**src/rtl/ApproxBranchTypes.sv**
```systemverilog
//**************************************************************************
// Approximate branch path types
// Widths, typedefs, register map and register-port state encoding shared
// by the approximate-computing branch subsystem
//**************************************************************************
`default_nettype none

package ApproxBranchTypes;

    localparam int PcWidth = 32;
    typedef logic [PcWidth-1:0] Pc;

    localparam int CycleWidth = 32;
    typedef logic [CycleWidth-1:0] Cycle;

    // Level 0 turns approximation off
    localparam int AxLevelWidth = 2;
    typedef logic [AxLevelWidth-1:0] AxLevel;

    localparam int ThresholdWidth = 16;
    typedef logic [ThresholdWidth-1:0] Threshold;

    localparam int RegAddrWidth = 2;
    typedef logic [RegAddrWidth-1:0] RegAddr;

    localparam int RegDataWidth = 32;
    typedef logic [RegDataWidth-1:0] RegData;

    // Predictor indexed by PC[5:2]
    localparam int PredIndexBits = 4;
    localparam int PredEntries = 1 << PredIndexBits;
    typedef logic [PredIndexBits-1:0] PredIndex;
    typedef logic [1:0] PredCounter;
    localparam PredCounter PredCounterInit = 2'd1;

    // Tracker indexed by PC[3:2], tagged with the full PC
    localparam int TrackerEntries = 4;
    localparam int TrackerIndexBits = 2;
    typedef logic [TrackerIndexBits-1:0] TrackerIndex;

    localparam RegAddr AddrAxLevel = 2'd0;
    localparam RegAddr AddrThreshold = 2'd1;
    localparam RegAddr AddrCycle = 2'd2;

    typedef enum logic {
        RegIdle,
        RegAcked
    } RegPortState;

endpackage

`default_nettype wire
```
**src/rtl/ApproxBranchUnit.sv**
```systemverilog
//**************************************************************************
// Approximate branch unit
// Joins control registers, direction predictor, loop tracker and decider
//**************************************************************************
`default_nettype none

module ApproxBranchUnit import ApproxBranchTypes::*; (
    input  wire logic   clk,
    input  wire logic   reset,
    input  wire logic   regReq,
    input  wire logic   regWrite,
    input  wire RegAddr regAddr,
    input  wire RegData regWriteData,
    output logic        regAck,
    output RegData      regReadData,
    input  wire logic   queryValid,
    input  wire Pc      queryPc,
    input  wire logic   queryApprox,
    input  wire logic   resolveValid,
    input  wire Pc      resolvePc,
    input  wire logic   resolveTaken,
    input  wire logic   resolveApprox,
    output logic        decisionValid,
    output logic        decisionTaken,
    output logic        approxExit
);

    AxLevel axLevel;
    Threshold axThreshold;
    Cycle cycleCount;
    logic predTaken;
    logic trackHit;
    Cycle beginCycle;

    ApproxControlRegs i_controlRegs (
        .clk(clk),
        .reset(reset),
        .regReq(regReq),
        .regWrite(regWrite),
        .regAddr(regAddr),
        .regWriteData(regWriteData),
        .regAck(regAck),
        .regReadData(regReadData),
        .axLevel(axLevel),
        .axThreshold(axThreshold),
        .cycleCount(cycleCount)
    );

    DirectionPredictor i_predictor (
        .clk(clk),
        .reset(reset),
        .queryPc(queryPc),
        .resolveValid(resolveValid),
        .resolvePc(resolvePc),
        .resolveTaken(resolveTaken),
        .predTaken(predTaken)
    );

    LoopRegionTracker i_tracker (
        .clk(clk),
        .reset(reset),
        .queryValid(queryValid),
        .queryPc(queryPc),
        .queryApprox(queryApprox),
        .resolveValid(resolveValid),
        .resolvePc(resolvePc),
        .resolveTaken(resolveTaken),
        .resolveApprox(resolveApprox),
        .cycleCount(cycleCount),
        .trackHit(trackHit),
        .beginCycle(beginCycle)
    );

    BranchDecider i_decider (
        .clk(clk),
        .reset(reset),
        .queryValid(queryValid),
        .queryApprox(queryApprox),
        .predTaken(predTaken),
        .trackHit(trackHit),
        .beginCycle(beginCycle),
        .cycleCount(cycleCount),
        .axLevel(axLevel),
        .axThreshold(axThreshold),
        .decisionValid(decisionValid),
        .decisionTaken(decisionTaken),
        .approxExit(approxExit)
    );

endmodule

`default_nettype wire

```
**src/rtl/BranchDecider.sv**
```systemverilog
//**************************************************************************
// Branch decider
// Forces a not-taken approximate exit once a tracked loop has run past the
// level-scaled threshold, otherwise passes the predicted direction
//**************************************************************************
`default_nettype none

module BranchDecider import ApproxBranchTypes::*; (
    input  wire logic     clk,
    input  wire logic     reset,
    input  wire logic     queryValid,
    input  wire logic     queryApprox,
    input  wire logic     predTaken,
    input  wire logic     trackHit,
    input  wire Cycle     beginCycle,
    input  wire Cycle     cycleCount,
    input  wire AxLevel   axLevel,
    input  wire Threshold axThreshold,
    output logic          decisionValid,
    output logic          decisionTaken,
    output logic          approxExit
);

    AxLevel limitShift;
    Cycle effectiveLimit;
    Cycle elapsed;
    logic axEnabled;
    logic exitNow;

    // Level 1 full threshold, 2 half, 3 quarter
    assign limitShift = axLevel - AxLevel'(1);
    assign effectiveLimit = Cycle'(axThreshold) >> limitShift;

    assign elapsed = cycleCount - beginCycle;
    assign axEnabled = (axLevel != '0);

    assign exitNow = queryValid && axEnabled && queryApprox && trackHit
        && (elapsed >= effectiveLimit);

    always_ff @(posedge clk) begin
        if (reset) begin
            decisionValid <= 1'b0;
            decisionTaken <= 1'b0;
            approxExit <= 1'b0;
        end else begin
            decisionValid <= queryValid;
            decisionTaken <= queryValid && predTaken && !exitNow;
            approxExit <= exitNow;
        end
    end

endmodule

`default_nettype wire

```
**src/rtl/LoopRegionTracker.sv**
```systemverilog
//**************************************************************************
// Loop region tracker
// Records the cycle an approximable loop branch was first seen, so the
// decider can time how long the loop has been running
//**************************************************************************
`default_nettype none

module LoopRegionTracker import ApproxBranchTypes::*; (
    input  wire logic clk,
    input  wire logic reset,
    input  wire logic queryValid,
    input  wire Pc    queryPc,
    input  wire logic queryApprox,
    input  wire logic resolveValid,
    input  wire Pc    resolvePc,
    input  wire logic resolveTaken,
    input  wire logic resolveApprox,
    input  wire Cycle cycleCount,
    output logic      trackHit,
    output Cycle      beginCycle
);

    logic entryValid [TrackerEntries];
    Pc entryTag [TrackerEntries];
    Cycle entryBegin [TrackerEntries];

    TrackerIndex queryIdx;
    TrackerIndex resolveIdx;
    logic resolveHit;
    logic allocate;
    logic exitClear;

    assign queryIdx = queryPc[TrackerIndexBits+1:2];
    assign resolveIdx = resolvePc[TrackerIndexBits+1:2];

    assign trackHit = entryValid[queryIdx] && (entryTag[queryIdx] == queryPc);
    assign beginCycle = entryBegin[queryIdx];

    assign resolveHit = entryValid[resolveIdx] && (entryTag[resolveIdx] == resolvePc);

    // New loop run starts timing on its first approximable query
    assign allocate = queryValid && queryApprox && !trackHit;

    // Not-taken loop branch means the loop exited
    assign exitClear = resolveValid && resolveApprox && !resolveTaken && resolveHit;

    // Allocation overrides a clear of the same slot
    always_ff @(posedge clk) begin
        if (reset) begin
            for (int i = 0; i < TrackerEntries; i++) begin
                entryValid[i] <= 1'b0;
            end
        end else begin
            if (exitClear) begin
                entryValid[resolveIdx] <= 1'b0;
            end
            if (allocate) begin
                entryValid[queryIdx] <= 1'b1;
            end
        end
    end

    always_ff @(posedge clk) begin
        if (allocate) begin
            entryTag[queryIdx] <= queryPc;
            entryBegin[queryIdx] <= cycleCount;
        end
    end

endmodule

`default_nettype wire

```
**src/rtl/DirectionPredictor.sv**
```systemverilog
//**************************************************************************
// Direction predictor
// Sixteen two-bit saturating counters, read on query, trained on resolve
//**************************************************************************
`default_nettype none

module DirectionPredictor import ApproxBranchTypes::*; (
    input  wire logic clk,
    input  wire logic reset,
    input  wire Pc    queryPc,
    input  wire logic resolveValid,
    input  wire Pc    resolvePc,
    input  wire logic resolveTaken,
    output logic      predTaken
);

    PredCounter counters [PredEntries];
    PredIndex queryIdx;
    PredIndex resolveIdx;
    PredCounter resolveCounter;
    PredCounter trainedCounter;

    assign queryIdx = queryPc[PredIndexBits+1:2];
    assign resolveIdx = resolvePc[PredIndexBits+1:2];

    // Reads the pre-update table when query and resolve collide
    assign predTaken = counters[queryIdx][1];

    assign resolveCounter = counters[resolveIdx];

    always_comb begin
        trainedCounter = resolveCounter;
        if (resolveTaken) begin
            if (resolveCounter != '1) begin
                trainedCounter = resolveCounter + PredCounter'(1);
            end
        end else begin
            if (resolveCounter != '0) begin
                trainedCounter = resolveCounter - PredCounter'(1);
            end
        end
    end

    // Weakly not-taken after reset
    always_ff @(posedge clk) begin
        if (reset) begin
            for (int i = 0; i < PredEntries; i++) begin
                counters[i] <= PredCounterInit;
            end
        end else if (resolveValid) begin
            counters[resolveIdx] <= trainedCounter;
        end
    end

endmodule

`default_nettype wire

```
**src/rtl/ApproxControlRegs.sv**
```systemverilog
//**************************************************************************
// Approximation control registers
// Level and threshold registers plus a free-running cycle counter,
// accessed over a four-phase req/ack register port
//**************************************************************************
`default_nettype none

module ApproxControlRegs import ApproxBranchTypes::*; (
    input  wire logic   clk,
    input  wire logic   reset,
    input  wire logic   regReq,
    input  wire logic   regWrite,
    input  wire RegAddr regAddr,
    input  wire RegData regWriteData,
    output logic        regAck,
    output RegData      regReadData,
    output AxLevel      axLevel,
    output Threshold    axThreshold,
    output Cycle        cycleCount
);

    RegPortState state;
    RegData readValue;
    logic accessNow;

    // Access happens once per request, on entry to the acked phase
    assign accessNow = (state == RegIdle) && regReq;
    assign regAck = (state == RegAcked);

    always_ff @(posedge clk) begin
        if (reset) begin
            state <= RegIdle;
        end else begin
            case (state)
                RegIdle: begin
                    if (regReq) begin
                        state <= RegAcked;
                    end
                end
                RegAcked: begin
                    if (!regReq) begin
                        state <= RegIdle;
                    end
                end
                default: state <= RegIdle;
            endcase
        end
    end

    // Cycle counter is read-only, so only two registers take writes
    always_ff @(posedge clk) begin
        if (reset) begin
            axLevel <= '0;
            axThreshold <= '0;
        end else if (accessNow && regWrite) begin
            case (regAddr)
                AddrAxLevel: axLevel <= regWriteData[AxLevelWidth-1:0];
                AddrThreshold: axThreshold <= regWriteData[ThresholdWidth-1:0];
                default: ;
            endcase
        end
    end

    always_comb begin
        case (regAddr)
            AddrAxLevel: readValue = RegData'(axLevel);
            AddrThreshold: readValue = RegData'(axThreshold);
            AddrCycle: readValue = RegData'(cycleCount);
            default: readValue = '0;
        endcase
    end

    // Holds the addressed value as of the access edge
    always_ff @(posedge clk) begin
        if (accessNow) begin
            regReadData <= readValue;
        end
    end

    // Stands in for the core's cycle CSR
    always_ff @(posedge clk) begin
        if (reset) begin
            cycleCount <= '0;
        end else begin
            cycleCount <= cycleCount + Cycle'(1);
        end
    end

endmodule

`default_nettype wire

```
**config.mk**
```make
export PLATFORM = sky130hd
export DESIGN_NAME = ApproxBranchUnit
export DESIGN_NICKNAME = d
export VERILOG_FILES = /design/src/rtl/ApproxBranchTypes.sv /design/src/rtl/ApproxBranchUnit.sv /design/src/rtl/BranchDecider.sv /design/src/rtl/LoopRegionTracker.sv /design/src/rtl/DirectionPredictor.sv /design/src/rtl/ApproxControlRegs.sv
export SDC_FILE = /design/constraint.sdc
export NUM_CORES = 1
export LEC_CHECK = 0
export BUFFER_PORTS_ARGS = -buffer_cell sky130_fd_sc_hd__buf_2
export CAP_MARGIN = 40
export CORE_MARGIN = 2
export CORE_UTILIZATION = 40
export DETAILED_ROUTE_END_ITERATION = 6
export GPL_ROUTABILITY_DRIVEN = 0
export GPL_TIMING_DRIVEN = 0
export SKIP_LAST_GASP = 1
export SYNTH_ARGS = -nofsm -noshare
export SYNTH_HDL_FRONTEND = slang
export SYNTH_HIERARCHICAL = 1
export SYNTH_SLANG_ARGS = --single-unit
```
**constraint.sdc**
```tcl
create_clock -name clk -period 8.6 [get_ports clk]
set_input_delay 2.15 -clock clk [delete_from_list [all_inputs] [get_ports clk]]
set_output_delay 2.15 -clock clk [all_outputs]
set_load 0.03 [all_outputs]
```
==> results of run 1 <==
power by group through the flow:
stage	Clock, W	Sequential [W]	Combinational, W
after floorplan	0	0.00209	0.000255
after global placement	0	0.00209	0.000389
after detailed placement	0	0.00208	0.000399
after CTS	0.00176	0.00205	0.000401
after global routing	0.00182	0.00205	0.000434
final	0.00171	0.00205	0.000398
critical path: stages:
cell and delay [ns]:
buf_2 0.26, buf_6 0.25, buf_2 0.26, buf_1 0.43
buf_6 0.22, buf_2 0.34, mux4_2 0.55, inv_1 0.08
ha_1 0.22, clkbuf_1 0.18, a21oi_1 0.25, nand2b_1 0.10
o21ai_1 0.30, nor3_1 0.11, or2_2 0.29, xor2_1 0.16
ha_1 0.21, a21oi_1 0.13, nor2b_1 0.06, o21ai_0 0.32
o2111ai_1 0.17, a211oi_1 0.26, nand4_1 0.10, nor4_1 0.32
nand4_1 0.32, and3b_1 0.27
sequential cells by signal, summed over array words and instances, names as in the netlist:
register / count
i_controlRegs/axLevel: 2
i_controlRegs/axThreshold: 16
i_controlRegs/cycleCount: 32
i_controlRegs/regAck: 1
i_controlRegs/regReadData: 32
i_decider/approxExit: 1
i_decider/decisionTaken: 1
i_decider/decisionValid: 1
i_predictor/counters: 32
i_tracker/entryBegin: 128
i_tracker/entryTag: 128
i_tracker/entryValid: 4
metal layers:
layer / track usage (%) / part of all wire (%) / vias up
met5: 0 / 0.027 / -
met4: 5.118 / 2.1 / 2
met3: 3.200 / 5.5 / 71
met2: 31.02 / 48 / 392
met1: 26.24 / 45 / 6341
li1: - / - / 5891
cell type report:
| type | count | area (um2) | share of cell area (%) |
|---|---|---|---|
| Antenna cell | 2 | 5.005 | 0.02266 |
| Sequential cell | 378 | 10770 | 48.76 |
| Clock inverter | 15 | 132.6 | 0.6005 |
| Timing Repair Buffer | 132 | 772.0 | 3.495 |
| Inverter | 64 | 264.0 | 1.195 |
| Multi-Input combinational cell | 912 | 7851 | 35.55 |
| Buffer | 68 | 362.8 | 1.643 |
| Tap cell | 615 | 769.5 | 3.484 |
| Clock buffer | 60 | 1160 | 5.251 |
synthesized netlist by cell type (all sizes together) (8+ instances only):
cell type  number
nor2           68
a21oi          89
nor4           14
clkbuf         40
and2           18
nand4          32
and3           10
a22o           14
ha             49
nor2b          15
mux2i          41
mux4          104
xnor2          48
a21o           12
nor3           20
o31ai          15
nand2         107
a211oi          9
or4            17
xor2           33
o22ai          11
dfxtp          58
inv            63
mux2            8
buf            28
nand3          40
o21ai          44
edfxtp        320
nand2b         21
path summary, 6_finish.rpt:
kind	end	slack (ns)	cells past startpoint
max reg2reg	i_decider/approxExit	3.09	18
min	i_controlRegs/axThreshold[0]	0.50	2
max	i_decider/approxExit	0.71	26
min reg2reg	i_controlRegs/axThreshold[0]	0.50	2
cells by family (layout without fill, tap and decap cells):
logic type / Yosys count / after routing
and+or+nand+nor: 394 / 394
DFF: 378 / 378
AOI/OAI and AO/OA: 232 / 232
muxes: 153 / 153
buffers and inverters: 132 / 339
xor gates and xnor gates: 81 / 81
adders and majority gates: 52 / 52
other: 0 / 2
layout by cell type (no fill, tap or decap), drive strengths merged, types with 4 or more instances in the layout:
| cell | synthesis | layout |
|---|---|---|
| and4 | 7 | 7 |
| a21oi | 89 | 89 |
| and3 | 10 | 10 |
| nor3b | 4 | 4 |
| buf | 28 | 160 |
| o21ai | 44 | 44 |
| xor2 | 33 | 33 |
| mux2 | 8 | 8 |
| mux4 | 104 | 104 |
| a22o | 14 | 14 |
| nor2 | 68 | 68 |
| and2 | 18 | 18 |
| a211oi | 9 | 9 |
| clkinv | 0 | 11 |
| o22ai | 11 | 11 |
| a31oi | 5 | 5 |
| xnor2 | 48 | 48 |
| nand3b | 5 | 5 |
| o31ai | 15 | 15 |
| nor3 | 20 | 20 |
| nand4 | 32 | 32 |
| dfxtp | 58 | 58 |
| mux2i | 41 | 41 |
| nand2b | 21 | 21 |
| edfxtp | 320 | 320 |
| ha | 49 | 49 |
| nand3 | 40 | 40 |
| nand2 | 107 | 107 |
| o211ai | 6 | 6 |
| nor2b | 15 | 15 |
| or4 | 17 | 17 |
| inv | 63 | 65 |
| or2 | 7 | 7 |
| nor4 | 14 | 14 |
| a21o | 12 | 12 |
| clkbuf | 40 | 100 |
through the flow:
stage          utilization [%]  std cells
6_report                 46.36       2246
5_1_grt                  46.35       2244
4_1_cts                  46.35       2244
3_5_place_dp             43.63       2169
3_3_place_gp             43.29       2162
2_1_floorplan                -       1422
==> flow_summary.yaml, run 1 <==
floorplanning:
  rows: 80
  die_area_um2: 49850
  design.core.area_um2: 47650
  die_y_um: 223.3
  ios: 143
  start_util_pct: 40.36
  fp.dieW_um: 223.3
yosys:
  netlist.area_leader.share_pct: 49.97
  ys_seq_area_share_pct: 56.01
  async_flop_share_pct: 0
  ys_warn_count: 6
  synth_top_family_by_area: "multiplexers"
  synth_top_area_cell: "edfxtp_1"
  synth.area.top_cells: "edfxtp_1 (50%), mux4_2 (11%), dfxtp_1 (6.0%)"
  synth_edf_count: 320
  synth-compound-area-share_pct: 7.781
  synth_seq_cells: 378
  synth_fa_ha_area_share_pct: 3.435
  synth.area.mux_share_pct: 15.00
  syn_area_per_cell_um2: 13.52
  synth_cells: 1422
  ys_types: 84
  synth_nets: 1579
  synth-xor-area-share_pct: 3.728
  synthFlopType: "edfxtp_1"
  synth_area_um2: 19230
  synth_simple_gate_area_share_pct: 10.85
clocking:
  numCtsBuffers: 43
  clk_path_buf_depth: 3
  clkSinkCount: 378
  clock_tree.root_cell: "clkbuf_16"
  postCtsSetupRepairBufs: 0
  cts.htree.levels: 2
  cts_resized: 0
  cts_tree: "built"
  cts_hold_buf: 0
  insertion_delay_ns: 0.57
  cts.clk_slew.worst_paths_ns: 0.05
timing:
  rsz0062_at_grt: "no"
  drv_slew: 0
  fin_ws_ns: 0.7107
  max_freq_mhz: 126.8
  fin_crit_sh_pct: 91.74
  worst_slew_pin_slew_ns: 0.8575
  clock_skew_ns: 0.02951
  hold_viol: 0
  finalSetupTns_ns: 0
  fin_crit_ns: 7.889
  relSlewSlack_pct: 42.83
  finalSetupViolations: 0
  fin_hold_ws_ns: 0.5048
finish:
  layout.nets: 1756
  stdcell_area_um2: 22090
  area_growth_pct: 14.85
  n_fill_cell: 4296
  drive_above_1_share_pct: 22.10
routing:
  first_pass_iters: 5
  wl_per_cell_um: 21.08
  vias: 12700
  ant_nets: 0
  drt_iter0_drc: 955
  via_per_inst: 5.653
  drc: 0
  wl_um: 47350
pwr:
  p_total_w: 0.004158
  swShare_pct: 23.23
  p_leak_nw: 7.822
  power_switching_w: 0.0009660
  pwr-share-seq_pct: 49.2
  internal_power_w: 0.003192
  pwr-share-clk_pct: 41.2
  p_per_area_nw_per_um2: 188.3
  pwr-share-comb_pct: 9.6
  ir_worst_vdd_uv: 129.8
setup_path:
  critPathRequiredTime_ns: 9.04
  criticalPathCategory: "in -> reg"
  critPathLaunchType: "input port"
  cp-end-kind: "flip-flop"
  reg2reg_from: "i_controlRegs/axLevel[0]"
  worst-path-max-fanout: 10
  critPathLaunch: "queryPc[2]"
  worstPathArrival_ns: 8.33
run_status:
  status: "completed"
placement:
  dp_hpwl_um: 32980
  port_buffers: 125
  dp_slack_ns: 0.09158
  place_area_um2: 20790
hold_path:
  hp-start: "i_controlRegs/axThreshold[0]"
  hold_path.class: "reg -> reg"
grt:
  grt_use_total_pct: 18.95
  grt_max_degree: 42
  grt_antenna_before_repair: 2
  grt_overflow: 0
  grt_pass1_wl_um: 72750
  grt_pass1_vias: 12680
run:
  max_cap_violations: 0
No activity file was read; power rests on OpenSTA's default activity.
==> run 2, diff against run 1 <==
Settings changed: RECOVER_POWER from default to 50.
==> flow_summary.yaml, run 2 (synthesis gave the netlist of run 1 again) <==
routing:
  ant_nets: 0
  first_pass_iters: 5
  via_per_inst: 5.631
  vias: 12640
  wl_per_cell_um: 21.03
  drc: 0
  wl_um: 47210
  drt_iter0_drc: 1012
floorplanning:
  ios: 143
  fp.dieW_um: 223.3
  die_y_um: 223.3
  start_util_pct: 40.36
  rows: 80
  design.core.area_um2: 47650
  die_area_um2: 49850
setup_path:
  critPathRequiredTime_ns: 9.04
  reg2reg_to: "i_decider/approxExit"
  worst-path-max-fanout: 10
  cp-end-kind: "flip-flop"
  criticalPathCategory: "in -> reg"
  critPathLaunchType: "input port"
  r2r_slack_ns: 3.11
  worstPathArrival_ns: 8.39
  r2r_cells: 18
  reg2reg_from: "i_controlRegs/axLevel[0]"
timing:
  drv_slew: 0
  fin_crit_ns: 7.952
  max_freq_mhz: 125.7
  fin_crit_sh_pct: 92.47
  clock_skew_ns: 0.02874
  fin_ws_ns: 0.6476
  relSlewSlack_pct: 7.006
  finalSetupViolations: 0
  hold_viol: 0
  rsz0062_at_grt: "no"
  worst_slew_pin_slew_ns: 1.395
clocking:
  numCtsBuffers: 43
  cts_tree: "built"
  cts.htree.levels: 2
  cts_hold_buf: 0
  clk_path_buf_depth: 3
  postCtsSetupRepairBufs: 0
  clkSinkCount: 378
  cts.clk_slew.worst_paths_ns: 0.05
  cts_resized: 0
  insertion_delay_ns: 0.57
  clock_tree.root_cell: "clkbuf_16"
grt:
  grt_max_degree: 42
  grt_pass1_wl_um: 72750
  grt_overflow: 0
  grt_use_total_pct: 18.95
  grt_pass1_vias: 12680
  grt_antenna_before_repair: 1
finish:
  multiInputGateArea_um2: 7844
  area_growth_pct: 14.50
  final_common_cell: "edfxtp_1"
  layout_common_cells: "edfxtp_1 (320), nand2_1 (107), buf_2 (106)"
  final-seq-area_um2: 10770
  layout.nets: 1756
  drive_above_1_share_pct: 19.95
  reg.largest.list: "i_tracker/entryBegin x128, i_tracker/entryTag x128"
  instances_no_fill: 2245
  n_fill_cell: 4313
  post-route-util_pct: 46.22
pwr:
  p_per_area_nw_per_um2: 188.7
  ir_worst_vdd_uv: 128.2
  p_leak_nw: 7.703
  p_total_w: 0.004155
placement:
  dp_slack_ns: 0.09158
  dp_hpwl_um: 32980
  dp_cells: 2169
  port_buffers: 125
hold_path:
  whs_path_depth: 2
  holdPathEnd: "i_controlRegs/axThreshold[0]"
  hp-start: "i_controlRegs/axThreshold[0]"
  hold_path.class: "reg -> reg"
run:
  max_cap_violations: 0
run_status:
  status: "completed"
run 2: changes by cell type in the layout (fill, tap and decap cells not counted), sizes merged:
cell	previous run	this run
buf	160	126
clkbuf	100	134
diode	2	1
run 2: final cells by class:
cell class | count | share of cell area (%)
inverter | 64 | 1.199
timing repair buffer | 132 | 3.244
tap | 615 | 3.495
buffer | 68 | 1.648
multi-input combinational | 912 | 35.62
sequential | 378 | 48.91
clock buffer | 60 | 5.267
antenna | 1 | 0.01136
clock inverter | 15 | 0.6023
run 2: layer usage:
layer / GRT usage (%) / vias up / wire length (um)
met3: 3.200 / 71 / 2636
li1: - / 5896 / -
met2: 31.02 / 381 / 22380
met1: 26.24 / 6293 / 21200
met5: 0 / - / 0
met4: 5.118 / 0 / 997
run 2: worst max-delay path, stage by stage:
cell       delay, ns
clkbuf_1        0.51
buf_6           0.24
buf_6           0.20
buf_2           0.36
buf_12          0.19
clkbuf_1        0.51
mux4_2          0.40
inv_1           0.08
ha_1            0.22
clkbuf_1        0.18
a21oi_1         0.26
nand2b_1        0.09
o21ai_1         0.34
nor3_1          0.11
or2_2           0.29
xor2_1          0.16
ha_1            0.21
a21oi_1         0.13
nor2b_1         0.06
o21ai_0         0.31
o2111ai_1       0.17
a211oi_1        0.23
nand4_1         0.10
nor4_1          0.32
nand4_1         0.30
and3b_1         0.26
run 2: how the worst max path moves through the flow:
stage / start / depth (start not counted) / end
2_1_floorplan: queryPc[2] / 24 / i_decider/approxExit
3_3_place_gp: queryPc[2] / 25 / i_decider/approxExit
3_5_place_dp: queryPc[2] / 26 / i_decider/approxExit
4_1_cts: queryPc[2] / 26 / i_decider/approxExit
5_1_grt: queryPc[3] / 25 / i_decider/approxExit
6_report: queryPc[3] / 26 / i_decider/approxExit
run 2: power by group:
part           leakage, nW  switching (W)  internal [W]
Combinational         3.62       0.000230      0.000164
Clock                0.632       0.000714      0.000999
Sequential            3.45      0.0000216       0.00203
run 2: through the flow:
stage	hold WS [ns]	TNS, ns	instance area (um2)
6_report	0.5056	0	22020
5_1_grt	0.5350	0	22020
4_1_cts	0.5011	0	22080
3_5_place_dp	0.4877	0	20790
3_3_place_gp	0.4834	-0.2213	20630
2_1_floorplan	0.4458	0	19230
